--- src/verilog/dm_harness_consts.svh ---
// Debug harness constants
`default_nettype none

`ifndef DM_HARNESS_CONSTS_SVH
`define DM_HARNESS_CONSTS_SVH

// ----------------------------------------------------------------------
// DMI bus widths
// ----------------------------------------------------------------------
`define DMI_ADDR_W 7
`define DMI_DATA_W 32

// Cycles after power-on reset before debug requests reach the core
`define DMI_DEL_CYCLES 64

// ----------------------------------------------------------------------
// Debug register map
// ----------------------------------------------------------------------
`define DM_ADDR_DATA0     7'h04
`define DM_ADDR_DATA1     7'h05
`define DM_ADDR_DMCONTROL 7'h10
`define DM_ADDR_DMSTATUS  7'h11

// Reported in dmstatus.version
`define DM_VERSION 4'd2

`endif
`default_nettype wire

--- src/verilog/dm_harness_pkg.sv ---
// Debug harness types
`include "dm_harness_consts.svh"
`default_nettype none

package dm_harness_pkg;

  // DMI operation, code 3 is reserved and handled as a nop
  typedef enum logic [1:0] {
    DMI_NOP   = 2'd0,
    DMI_READ  = 2'd1,
    DMI_WRITE = 2'd2,
    DMI_RSVD  = 2'd3
  } dmi_op_e;

  typedef enum logic [1:0] {
    DMI_SUCCESS = 2'd0,
    DMI_FAILED  = 2'd2
  } dmi_resp_e;

  // ----------------------------------------------------------------------
  // Register layouts
  // ----------------------------------------------------------------------
  typedef struct packed {
    logic        haltreq;
    logic        resumereq;
    logic [27:0] zero1;
    logic        ndmreset;
    logic        dmactive;
  } dmcontrol_t;

  typedef struct packed {
    logic [22:0] zero1;
    logic        gate_open;
    logic [3:0]  zero0;
    logic [3:0]  version;
  } dmstatus_t;

  // One DMI data word seen raw or through either register layout
  typedef union packed {
    logic [`DMI_DATA_W-1:0] raw;
    dmcontrol_t             ctrl;
    dmstatus_t              status;
  } dm_data_u;

endpackage

`default_nettype wire

--- src/verilog/dmi_if.sv ---
// Debug module interface bus
`timescale 1ns/10ps
`include "dm_harness_consts.svh"
`default_nettype none

interface dmi_if;

  // Request side, stable while req is high
  logic                      req;
  logic [`DMI_ADDR_W-1:0]    addr;
  dm_harness_pkg::dmi_op_e   op;
  logic [`DMI_DATA_W-1:0]    wdata;

  // Response side, valid while ack is high
  logic                      ack;
  dm_harness_pkg::dmi_resp_e resp;
  logic [`DMI_DATA_W-1:0]    rdata;

  // Port mux side
  modport host (
    output req, addr, op, wdata,
    input  ack, resp, rdata
  );

  // Handshake controller only sees the req/ack pair
  modport ctrl (
    input  req,
    output ack
  );

  // Register set side
  modport target (
    input  addr, op, wdata,
    output resp, rdata
  );

endinterface

`default_nettype wire

--- src/verilog/dmi_port_mux.sv ---
// JTAG and DTM port selection
`timescale 1ns/10ps
`include "dm_harness_consts.svh"
`default_nettype none

module dmi_port_mux (
  input  logic                      sel_dtm_i,

  // JTAG side transport
  input  logic                      jtag_req_i,
  input  logic [`DMI_ADDR_W-1:0]    jtag_addr_i,
  input  dm_harness_pkg::dmi_op_e   jtag_op_i,
  input  logic [`DMI_DATA_W-1:0]    jtag_data_i,
  output logic                      jtag_ack_o,
  output dm_harness_pkg::dmi_resp_e jtag_resp_o,
  output logic [`DMI_DATA_W-1:0]    jtag_rdata_o,

  // DTM side transport
  input  logic                      dtm_req_i,
  input  logic [`DMI_ADDR_W-1:0]    dtm_addr_i,
  input  dm_harness_pkg::dmi_op_e   dtm_op_i,
  input  logic [`DMI_DATA_W-1:0]    dtm_data_i,
  output logic                      dtm_ack_o,
  output dm_harness_pkg::dmi_resp_e dtm_resp_o,
  output logic [`DMI_DATA_W-1:0]    dtm_rdata_o,

  dmi_if.host                       dmi
);

  // ----------------------------------------------------------------------
  // Request path
  // ----------------------------------------------------------------------
  assign dmi.req   = sel_dtm_i ? dtm_req_i  : jtag_req_i;
  assign dmi.addr  = sel_dtm_i ? dtm_addr_i : jtag_addr_i;
  assign dmi.op    = sel_dtm_i ? dtm_op_i   : jtag_op_i;
  assign dmi.wdata = sel_dtm_i ? dtm_data_i : jtag_data_i;

  // ----------------------------------------------------------------------
  // Response path
  // ----------------------------------------------------------------------
  // Unselected port never sees an acknowledge
  assign jtag_ack_o = sel_dtm_i ? 1'b0     : dmi.ack;
  assign dtm_ack_o  = sel_dtm_i ? dmi.ack  : 1'b0;

  // Idle port gets a zero response
  always_comb begin : p_resp
    jtag_resp_o  = dm_harness_pkg::DMI_SUCCESS;
    jtag_rdata_o = '0;
    dtm_resp_o   = dm_harness_pkg::DMI_SUCCESS;
    dtm_rdata_o  = '0;
    if (sel_dtm_i) begin
      dtm_resp_o  = dmi.resp;
      dtm_rdata_o = dmi.rdata;
    end else begin
      jtag_resp_o  = dmi.resp;
      jtag_rdata_o = dmi.rdata;
    end
  end

endmodule

`default_nettype wire

--- src/verilog/dmi_handshake_fsm.sv ---
// DMI four-phase handshake controller
`timescale 1ns/10ps
`default_nettype none

module dmi_handshake_fsm (
  input  logic clk_i,
  input  logic rst_ni,
  dmi_if.ctrl  dmi,
  output logic exec_o
);

  typedef enum logic [1:0] {
    IDLE    = 2'd0,
    EXEC    = 2'd1,
    ACK     = 2'd2,
    RELEASE = 2'd3
  } state_e;

  state_e state_q;
  state_e state_d;
  logic   exec_q;
  logic   ack_q;

  // ----------------------------------------------------------------------
  // Next state
  // ----------------------------------------------------------------------
  // EXEC lasts two cycles, the second one carries the access strobe
  always_comb begin : p_next_state
    state_d = state_q;
    unique case (state_q)
      IDLE: begin
        if (dmi.req) begin
          state_d = EXEC;
        end
      end
      EXEC: begin
        if (exec_q) begin
          state_d = ACK;
        end
      end
      // Host holding req stalls here, no second access
      ACK: begin
        if (!dmi.req) begin
          state_d = RELEASE;
        end
      end
      RELEASE: state_d = IDLE;
      default: state_d = IDLE;
    endcase
  end

  // ----------------------------------------------------------------------
  // State and output registers
  // ----------------------------------------------------------------------
  always_ff @(posedge clk_i or negedge rst_ni) begin : p_regs
    if (!rst_ni) begin
      state_q <= IDLE;
      exec_q  <= 1'b0;
      ack_q   <= 1'b0;
    end else begin
      state_q <= state_d;
      exec_q  <= (state_q == EXEC) && !exec_q;
      // Ack follows ACK state by one edge, so it also drops one edge late
      ack_q   <= (state_q == ACK);
    end
  end

  assign exec_o  = exec_q;
  assign dmi.ack = ack_q;

endmodule

`default_nettype wire

--- src/verilog/dm_regs.sv ---
// Debug register set
`timescale 1ns/10ps
`include "dm_harness_consts.svh"
`default_nettype none

module dm_regs (
  input  logic   clk_i,
  input  logic   rst_ni,
  dmi_if.target  dmi,
  input  logic   exec_i,
  input  logic   gate_open_i,
  output logic   haltreq_o,
  output logic   ndmreset_no
);

  logic [`DMI_DATA_W-1:0]    data0_q;
  logic [`DMI_DATA_W-1:0]    data1_q;
  logic                      haltreq_q;
  logic                      ndmreset_q;
  logic                      dmactive_q;
  dm_harness_pkg::dmi_resp_e resp_q;
  dm_harness_pkg::dmi_resp_e resp_d;
  logic [`DMI_DATA_W-1:0]    rdata_q;
  dm_harness_pkg::dm_data_u  rd_word;
  dm_harness_pkg::dm_data_u  wr_word;
  logic                      data0_we;
  logic                      data1_we;
  logic                      ctrl_we;
  logic                      sys_rst_n;
  logic [1:0]                sync_q;

  assign wr_word = dmi.wdata;

  // ----------------------------------------------------------------------
  // Access decode
  // ----------------------------------------------------------------------
  always_comb begin : p_decode
    rd_word.raw = '0;
    resp_d      = dm_harness_pkg::DMI_SUCCESS;
    data0_we    = 1'b0;
    data1_we    = 1'b0;
    ctrl_we     = 1'b0;
    case (dmi.op)
      dm_harness_pkg::DMI_READ: begin
        case (dmi.addr)
          `DM_ADDR_DATA0: rd_word.raw = data0_q;
          `DM_ADDR_DATA1: rd_word.raw = data1_q;
          `DM_ADDR_DMCONTROL: begin
            // resumereq is write-only and reads back zero
            rd_word.ctrl.haltreq  = haltreq_q;
            rd_word.ctrl.ndmreset = ndmreset_q;
            rd_word.ctrl.dmactive = dmactive_q;
          end
          `DM_ADDR_DMSTATUS: begin
            rd_word.status.gate_open = gate_open_i;
            rd_word.status.version   = `DM_VERSION;
          end
          default: resp_d = dm_harness_pkg::DMI_FAILED;
        endcase
      end
      dm_harness_pkg::DMI_WRITE: begin
        case (dmi.addr)
          `DM_ADDR_DATA0:     data0_we = 1'b1;
          `DM_ADDR_DATA1:     data1_we = 1'b1;
          `DM_ADDR_DMCONTROL: ctrl_we  = 1'b1;
          // dmstatus is read only, writes are dropped
          `DM_ADDR_DMSTATUS:  ;
          default:            resp_d = dm_harness_pkg::DMI_FAILED;
        endcase
      end
      default: ;
    endcase
  end

  // ----------------------------------------------------------------------
  // Registers, updated on the access strobe only
  // ----------------------------------------------------------------------
  always_ff @(posedge clk_i or negedge rst_ni) begin : p_regs
    if (!rst_ni) begin
      data0_q    <= '0;
      data1_q    <= '0;
      haltreq_q  <= 1'b0;
      ndmreset_q <= 1'b0;
      dmactive_q <= 1'b0;
      resp_q     <= dm_harness_pkg::DMI_SUCCESS;
      rdata_q    <= '0;
    end else if (exec_i) begin
      resp_q  <= resp_d;
      rdata_q <= rd_word.raw;
      if (data0_we) begin
        data0_q <= dmi.wdata;
      end
      if (data1_we) begin
        data1_q <= dmi.wdata;
      end
      if (ctrl_we) begin
        haltreq_q  <= wr_word.ctrl.haltreq;
        ndmreset_q <= wr_word.ctrl.ndmreset;
        dmactive_q <= wr_word.ctrl.dmactive;
      end
    end
  end

  assign dmi.resp  = resp_q;
  assign dmi.rdata = rdata_q;
  assign haltreq_o = haltreq_q;

  // System reset, asynchronous on rst_ni, two flops for ndmreset
  assign sys_rst_n = rst_ni & ~ndmreset_q;

  always_ff @(posedge clk_i or negedge rst_ni) begin : p_rst_sync
    if (!rst_ni) begin
      sync_q <= 2'b00;
    end else begin
      sync_q <= {sync_q[0], sys_rst_n};
    end
  end

  assign ndmreset_no = sync_q[1];

endmodule

`default_nettype wire

--- src/verilog/debug_req_gate.sv ---
// Startup gate for core debug requests
`timescale 1ns/10ps
`include "dm_harness_consts.svh"
`default_nettype none

module debug_req_gate (
  input  logic clk_i,
  input  logic rst_ni,
  input  logic debug_enable_i,
  input  logic haltreq_i,
  output logic gate_open_o,
  output logic debug_req_o
);

  localparam int unsigned cnt_w = $clog2(`DMI_DEL_CYCLES + 1);

  logic [cnt_w-1:0] cnt_q;
  logic             gate_open;

  // ----------------------------------------------------------------------
  // Delay window counter
  // ----------------------------------------------------------------------
  // Gives the core time to boot before a halt can reach it
  always_ff @(posedge clk_i or negedge rst_ni) begin : p_del_cnt
    if (!rst_ni) begin
      cnt_q <= cnt_w'(`DMI_DEL_CYCLES);
    end else if (cnt_q != '0) begin
      cnt_q <= cnt_q - 1'b1;
    end
  end

  // Opens after exactly DMI_DEL_CYCLES edges and stays open
  assign gate_open = (cnt_q == '0);

  // ----------------------------------------------------------------------
  // Request gating
  // ----------------------------------------------------------------------
  assign debug_req_o = gate_open & debug_enable_i & haltreq_i;
  assign gate_open_o = gate_open;

endmodule

`default_nettype wire

--- src/verilog/dm_harness_top.sv ---
// Debug access front end
`timescale 1ns/10ps
`include "dm_harness_consts.svh"
`default_nettype none

module dm_harness_top (
  input  logic                      clk_i,
  input  logic                      rst_ni,
  input  logic                      sel_dtm_i,
  input  logic                      debug_enable_i,

  // JTAG side DMI port
  input  logic                      jtag_req_i,
  input  logic [`DMI_ADDR_W-1:0]    jtag_addr_i,
  input  dm_harness_pkg::dmi_op_e   jtag_op_i,
  input  logic [`DMI_DATA_W-1:0]    jtag_data_i,
  output logic                      jtag_ack_o,
  output dm_harness_pkg::dmi_resp_e jtag_resp_o,
  output logic [`DMI_DATA_W-1:0]    jtag_rdata_o,

  // DTM side DMI port
  input  logic                      dtm_req_i,
  input  logic [`DMI_ADDR_W-1:0]    dtm_addr_i,
  input  dm_harness_pkg::dmi_op_e   dtm_op_i,
  input  logic [`DMI_DATA_W-1:0]    dtm_data_i,
  output logic                      dtm_ack_o,
  output dm_harness_pkg::dmi_resp_e dtm_resp_o,
  output logic [`DMI_DATA_W-1:0]    dtm_rdata_o,

  // Toward the core and the rest of the system
  output logic                      debug_req_o,
  output logic                      ndmreset_no
);

  logic exec;
  logic haltreq;
  logic gate_open;

  dmi_if u_dmi ();

  dmi_port_mux u_port_mux (
    .sel_dtm_i    ( sel_dtm_i    ),
    .jtag_req_i   ( jtag_req_i   ),
    .jtag_addr_i  ( jtag_addr_i  ),
    .jtag_op_i    ( jtag_op_i    ),
    .jtag_data_i  ( jtag_data_i  ),
    .jtag_ack_o   ( jtag_ack_o   ),
    .jtag_resp_o  ( jtag_resp_o  ),
    .jtag_rdata_o ( jtag_rdata_o ),
    .dtm_req_i    ( dtm_req_i    ),
    .dtm_addr_i   ( dtm_addr_i   ),
    .dtm_op_i     ( dtm_op_i     ),
    .dtm_data_i   ( dtm_data_i   ),
    .dtm_ack_o    ( dtm_ack_o    ),
    .dtm_resp_o   ( dtm_resp_o   ),
    .dtm_rdata_o  ( dtm_rdata_o  ),
    .dmi          ( u_dmi.host   )
  );

  dmi_handshake_fsm u_handshake_fsm (
    .clk_i  ( clk_i      ),
    .rst_ni ( rst_ni     ),
    .dmi    ( u_dmi.ctrl ),
    .exec_o ( exec       )
  );

  dm_regs u_dm_regs (
    .clk_i       ( clk_i        ),
    .rst_ni      ( rst_ni       ),
    .dmi         ( u_dmi.target ),
    .exec_i      ( exec         ),
    .gate_open_i ( gate_open    ),
    .haltreq_o   ( haltreq      ),
    .ndmreset_no ( ndmreset_no  )
  );

  debug_req_gate u_debug_req_gate (
    .clk_i          ( clk_i          ),
    .rst_ni         ( rst_ni         ),
    .debug_enable_i ( debug_enable_i ),
    .haltreq_i      ( haltreq        ),
    .gate_open_o    ( gate_open      ),
    .debug_req_o    ( debug_req_o    )
  );

endmodule

`default_nettype wire

--- config.mk ---
export PLATFORM = sky130hd
export DESIGN_NAME = dm_harness_top
export DESIGN_NICKNAME = d
export VERILOG_FILES = /design/src/verilog/dm_harness_pkg.sv /design/src/verilog/dmi_if.sv /design/src/verilog/dmi_port_mux.sv /design/src/verilog/dmi_handshake_fsm.sv /design/src/verilog/dm_regs.sv /design/src/verilog/debug_req_gate.sv /design/src/verilog/dm_harness_top.sv
export VERILOG_INCLUDE_DIRS = /design/src /design/src/verilog
export SDC_FILE = /design/constraint.sdc
export NUM_CORES = 1
export LEC_CHECK = 0
export BUFFER_PORTS_ARGS = -buffer_cell sky130_fd_sc_hd__buf_2
export CELL_PAD_IN_SITES_DETAIL_PLACEMENT = 1
export CELL_PAD_IN_SITES_GLOBAL_PLACEMENT = 1
export CORE_MARGIN = 5
export CORE_UTILIZATION = 41
export CTS_BUF_LIST = sky130_fd_sc_hd__clkbuf_16
export DETAILED_ROUTE_END_ITERATION = 10
export PLACE_DENSITY = 0.79
export SLEW_MARGIN = 20
export SYNTH_ARGS = -nofsm -noshare
export SYNTH_HDL_FRONTEND = slang
export SYNTH_SLANG_ARGS = --single-unit
--- constraint.sdc ---
create_clock -name clk_i -period 2 [get_ports clk_i]
set_clock_uncertainty 0.05 [all_clocks]
set_input_delay 0.1 -clock clk_i [delete_from_list [all_inputs] [get_ports clk_i]]
set_output_delay 0.1 -clock clk_i [all_outputs]
set_load 0.02 [all_outputs]
### After elaboration in Yosys (flattened, before gate mapping)

Index checks and enable logic that the tools add are counted.

| word-level totals | value |
|---|---|
| flip-flop bits (word level) | 114 |
| bits of input ports | 88 |
| output and inout port bits | 72 |
| logic and storage cells | 69 |

| cells by class | value |
|---|---|
| add/subtract/negate cells | 1 |
| equal/unequal tests | 12 |
| mux-type cells | 29 |
| bitwise operators | 4 |
| reduce and logical (&&, ||, !) cells | 11 |

Operator list:

| kind | count |
|---|---|
| $mux W32 | 4 |
| $pmux W22 S2 | 1 |
| $mux W2 | 8 |
| $pmux W2 S4 | 2 |
| $eq A7 B3 Y1 const B | 2 |
| $eq A7 B5 Y1 const B | 2 |
| $mux W1 | 9 |
| $pmux W4 S2 | 1 |
| $logic_not A7 Y1 | 1 |
| $mux W7 | 1 |
| $reduce_bool A7 Y1 | 1 |
| $sub A7 B1 Y7 const B | 1 |
| $eq A2 B2 Y1 const B | 3 |
| $pmux W1 S3 | 2 |
| $reduce_and A2 Y1 | 3 |
| $eq A2 B1 Y1 const B | 2 |
| $ne A2 B1 Y1 const B | 2 |
| $pmux W2 S2 | 1 |
| $reduce_or A4 Y1 | 1 |
| $and A1 B1 Y1 | 3 |
| $reduce_and A3 Y1 | 1 |
| $logic_not A2 Y1 | 1 |
| $ne A2 B2 Y1 const B | 1 |
| $reduce_or A2 Y1 | 1 |
| other kinds (3) | 3 |

### Depth between registers and ports, before layout

| depth | value |
|---|---|
| depth after elaboration | 5 |
| gate-level depth with buffers | 11 |
| mapped depth without buffers | 7 |

### By module

A second synthesis with hierarchy kept.

| unflattened totals | value |
|---|---|
| cell total of the unflattened synthesis | 529 |
| area, all modules | 6,154.7 µm² |

Modules (own cells, without submodules):

| module | times used | cells an instance | area an instance (µm²) | seq. area each (µm²) |
|---|---|---|---|---|
| dm_regs | 1 | 353 | 4,515.6 | 2,552.4 |
| dmi_port_mux | 1 | 124 | 1,013.5 | 0.0 |
| debug_req_gate | 1 | 31 | 367.9 | 176.4 |
| dmi_handshake_fsm | 1 | 21 | 257.7 | 100.1 |

### Worst setup path after synthesis

No wires, ideal clock.

| path | value |
|---|---|
| path type | input port to flip-flop |
| start point | in sel_dtm_i |
| end point | reg u_dm_regs.data0_q[10] |
| setup time | 125 ps |
| arrival time | 1,789 ps |
| data required time | 1,825 ps |
| setup slack | 36 ps |
| stages on the path | 11 |
| buffers on the path | 4 |
| path through | buf_2 -> buf_2 -> mux2i_1 -> inv_1 -> ha_1 -> nand2_1 -> inv_1 -> and4_1 -> buf_6 -> buf_6 -> mux2_4 |

| on the way | value |
|---|---|
| longest elaborated chain between the ends | 5 |
| elaborated cells between the ends (all ways) | 8 |
| those cells by class | 2 x eq/ne; 5 x mux; 1 x reduce/logical |

RTL lines:

| element | line | source |
|---|---|---|
| start, declared | dm_harness_top.sv:9 | `input logic sel_dtm_i,` |
| $mux W7 | dmi_port_mux.sv:34 | `assign dmi.addr = sel_dtm_i ? dtm_addr_i : jtag_addr_i;` |
| $eq A7 B3 Y1 | dm_regs.sv:62 | `case (dmi.addr)` |
| $mux W1 | dm_regs.sv:62 |  |
| $mux W1 | dm_regs.sv:43 | `case (dmi.op)` |
| $reduce_and A2 Y1 (no line) | - |  |
| end signal, assigned | dm_regs.sv:91 | `data0_q <= dmi.wdata;` |
| end, declared | dm_regs.sv:16 | `` logic [`DMI_DATA_W-1:0] data0_q; `` |

Several ways; a longest one is shown, not always the timed one.
A chain may end at the register's enable or synchronous reset.

### Worst setup path in the final report

| path | value |
|---|---|
| start point | reg u_debug_req_gate.cnt_q[5] |
| end point | out debug_req_o |

| on the way | value |
|---|---|
| longest elaborated chain between the ends | 3 |

RTL lines:

| element | line | source |
|---|---|---|
| start, declared | debug_req_gate.sv:17 | `logic [cnt_w-1:0] cnt_q;` |
| start signal, assigned | debug_req_gate.sv:26 | `` cnt_q <= cnt_w'(`DMI_DEL_CYCLES); `` |
| start signal, assigned | debug_req_gate.sv:28 | `cnt_q <= cnt_q - 1'b1;` |
| $logic_not A7 Y1 | debug_req_gate.sv:33 | `assign gate_open = (cnt_q == '0);` |
| $and A1 B1 Y1 (2 in series) | debug_req_gate.sv:38 | `assign debug_req_o = gate_open & debug_enable_i & haltreq_i;` |
| end, declared | dm_harness_top.sv:31 | `output logic debug_req_o,` |

Every way passes these cells.

==> flow_metrics.tcl <==
set metrics [dict create \
    grt_usage_pct 18.7 \
    insertion_delay_ps 410 \
    p_per_area_mw_per_mm2 840 \
    post-dp-hpwl_um 11200 \
    clock.fmax_mhz 537 \
    hold_ws_ps 8.84 \
    die_h_um 131 \
    slew_viol_final 0 \
    hold_path_class "in2reg" \
    timing.final.crit_share_pct 93.0 \
    antenna_left 0 \
    via_count 4322 \
    clock_sinks 113 \
    drive_gt1_share_pct 46.3 \
    power_leakage_uw 0.00396 \
    status "complete, no violations" \
    diodes 0 \
    crit_fanout 2 \
    power.total_uw 6410 \
    cp-start-kind "flip-flop" \
    port_buffers 157 \
    cts_htree_levels 4 \
    yosysWarningCount 0 \
    max_cap_violations 0 \
    path_class "reg2out" \
    synth_seq_cells 113 \
    finalSetupTns_ps 0 \
    core_area_mm2 0.0144 \
    worstSetupEndpointType "output pin" \
    cts_tree "done" \
    antenna_found_initial 0 \
    gp_congestion 0.774 \
    synthesis.area_mm2 0.00596 \
    synth_area_per_cell_um2 12.2 \
    grt_max_degree 59 \
    post_dp_cell_area_mm2 0.00699 \
    die_area_mm2 0.0171 \
    fillers 1559 \
    wl_per_cell_um 18.5 \
    required_ps 1850 \
    grt_pass1_wl_um 24800 \
    drc 0 \
    nets 751 \
    final-setup-viol-count 0 \
    finalHoldViolCount 0 \
    clk_pin_slew_ps 60 \
    area_growth_pct 28.1 \
    die-width_um 131 \
    ys_seq_area_share_pct 47.5 \
    cts_root_buf "clkbuf_16" \
    clockBufferDepth 2 \
    arrival_ps 1710 \
    drt-total-wl_um 15800 \
    grt_overflow_total 0 \
    cts_buffers 17 \
    dr.pass1.iters 4 \
    first_iter_violations 209 \
    synthDistinctLibCells 45 \
    max_stage_delay_ps 430 \
    ir_drop_v 0.000545 \
    cp_cell_sequence "nor4_4 -> and3b_2 -> and3_1 -> buf_2" \
    cp_slowest_cell "dfrtp_1" \
    io_pins 160 \
    start_util_pct 41.3 \
    rows 44 \
    drt-vias-per-instance 5.07 \
    fin_area_mm2 0.00764 \
    post-route-min-period_ps 1860 \
    grt_pass1_vias 4929 \
    rsz0062_at_grt "false" \
    synth_cells 490 \
]
path summary, 6_finish.rpt:
path | startpoint | to | slack, ps | cells after the start
max | u_debug_req_gate.cnt_q[5]$_DFFE_PN0P_ | debug_req_o | 140 | 4
max in group asynchronous | rst_ni | u_dm_regs.dmi.rdata[16]$_DFFE_PN0P_ | 1050 | 3
min in group asynchronous | rst_ni | u_dm_regs.data0_q[24]$_DFFE_PN0P_ | 140 | 2
min reg2reg | u_dm_regs.sync_q[0]$_DFF_PN0_ | u_dm_regs.sync_q[1]$_DFF_PN0_ | 310 | 0
max reg2reg | u_handshake_fsm.state_q[1]$_DFFE_PN0P_ | u_handshake_fsm.state_q[1]$_DFFE_PN0P_ | 360 | 6
min | jtag_data_i[25] | u_dm_regs.data1_q[25]$_DFFE_PN0P_ | 9 | 3
cell usage in the layout, fill, tap and decap left out, drive strengths merged, types with 8 or more instances in the layout:
cell type | synthesis | final
and2 | 36 | 36
buf | 20 | 177
clkbuf | 14 | 17
clkinv | 0 | 8
dfrtp | 112 | 112
ha | 8 | 8
inv | 39 | 41
mux2 | 105 | 105
mux2i | 33 | 33
nor2 | 39 | 39
o22ai | 31 | 31
synthesized netlist by cell type (all sizes together):
cell type | instances | share of area (%)
a21o | 2 | 0.25
a21oi | 2 | 0.17
a221oi | 1 | 0.15
a22o | 1 | 0.15
a22oi | 1 | 0.13
a32oi | 2 | 0.29
and2 | 36 | 3.8
and3 | 1 | 0.10
and3b | 1 | 0.15
and4 | 2 | 0.29
and4bb | 1 | 0.21
buf | 20 | 2.7
clkbuf | 14 | 0.88
conb | 1 | 0.063
dfrtp | 112 | 47
dfstp | 1 | 0.44
ha | 8 | 1.7
inv | 39 | 2.5
mux2 | 105 | 24
mux2i | 33 | 5.5
nand2 | 4 | 0.25
nand2b | 3 | 0.31
nand3 | 1 | 0.084
nand3b | 2 | 0.25
nand4 | 2 | 0.31
nand4b | 1 | 0.15
nor2 | 39 | 2.5
nor2b | 5 | 0.52
nor3 | 3 | 0.25
nor4 | 2 | 0.21
nor4b | 1 | 0.15
o21ai | 4 | 0.40
o22ai | 31 | 3.3
o32a | 1 | 0.17
o32ai | 1 | 0.15
xnor2 | 6 | 0.88
xor2 | 1 | 0.15
report_power, final:
part	total (uW)	internal (uW)	switching, uW
Combinational	870	383	487
Clock	3100	2050	1050
Sequential	2450	2380	63.9
Total	6410	4820	1600
timing repair:
item                                    in CTS  in global routing
pin swaps                                    1                  0
endpoints found under the setup margin       1                  1
gates cloned                                 0                  0
hold buffers                                 2                  0
resized for setup                            2                  1
endpoints found under the hold margin       33                  0
setup buffers                                1                  0
logic make-up (layout without fill, tap and decap cells):
kind of cell | count (synthesis) | in the layout | synth area share, %
compound gates | 46 | 46 | 5.10
xor+xnor | 7 | 7 | 1.03
fa+ha+maj | 8 | 8 | 1.68
buf+inv | 73 | 250 | 6.04
flops | 113 | 113 | 47.5
mux | 138 | 138 | 29.2
other cells | 1 | 2 | 0.0629
simple gates | 104 | 104 | 9.49
final cells by class:
cell class	instances	area (um^2)	area share, %
inverter	39	146	1.92
clock buffer	17	425	5.57
tap	184	230	3.01
timing repair buffer	179	1020	13.4
multi-input combinational	305	2810	36.8
sequential	113	2830	37.0
clock inverter	15	175	2.29
worst max-delay path: cells and delay by family, from the launching register on:
family	cells	cell delay [ps]
AND/OR/NAND/NOR	3	730
flip-flops	1	430
buffers and inverters	1	150
state kept, by name (all words and copies together) (netlist names):
register,count
u_debug_req_gate.cnt_q,7
u_dm_regs.data0_q,32
u_dm_regs.data1_q,32
u_dm_regs.dmactive_q,1
u_dm_regs.dmi.rdata,32
u_dm_regs.dmi.resp,1
u_dm_regs.haltreq_o,1
u_dm_regs.ndmreset_q,1
u_dm_regs.sync_q,2
u_handshake_fsm.dmi.ack,1
u_handshake_fsm.exec_o,1
u_handshake_fsm.state_q,2
through the flow:
stage	setup WS (ps)	instances	util [%]
5_1_grt	24.1	852	52.9
2_1_floorplan	36.1	491	-
3_5_place_dp	64.3	817	48.5
6_report	139	852	52.9
3_3_place_gp	169	817	48.5
4_1_cts	82.6	852	52.9
metal layers:
metal  wire, um  global-route usage [%]  up-vias
met5          0                       0        -
met4        297                    6.96        0
li1           -                       -     2013
met1       6400                    22.0     2175
met2       8390                    33.5      111
met3        696                    3.90       23
(Power assumes the default switching activity.)
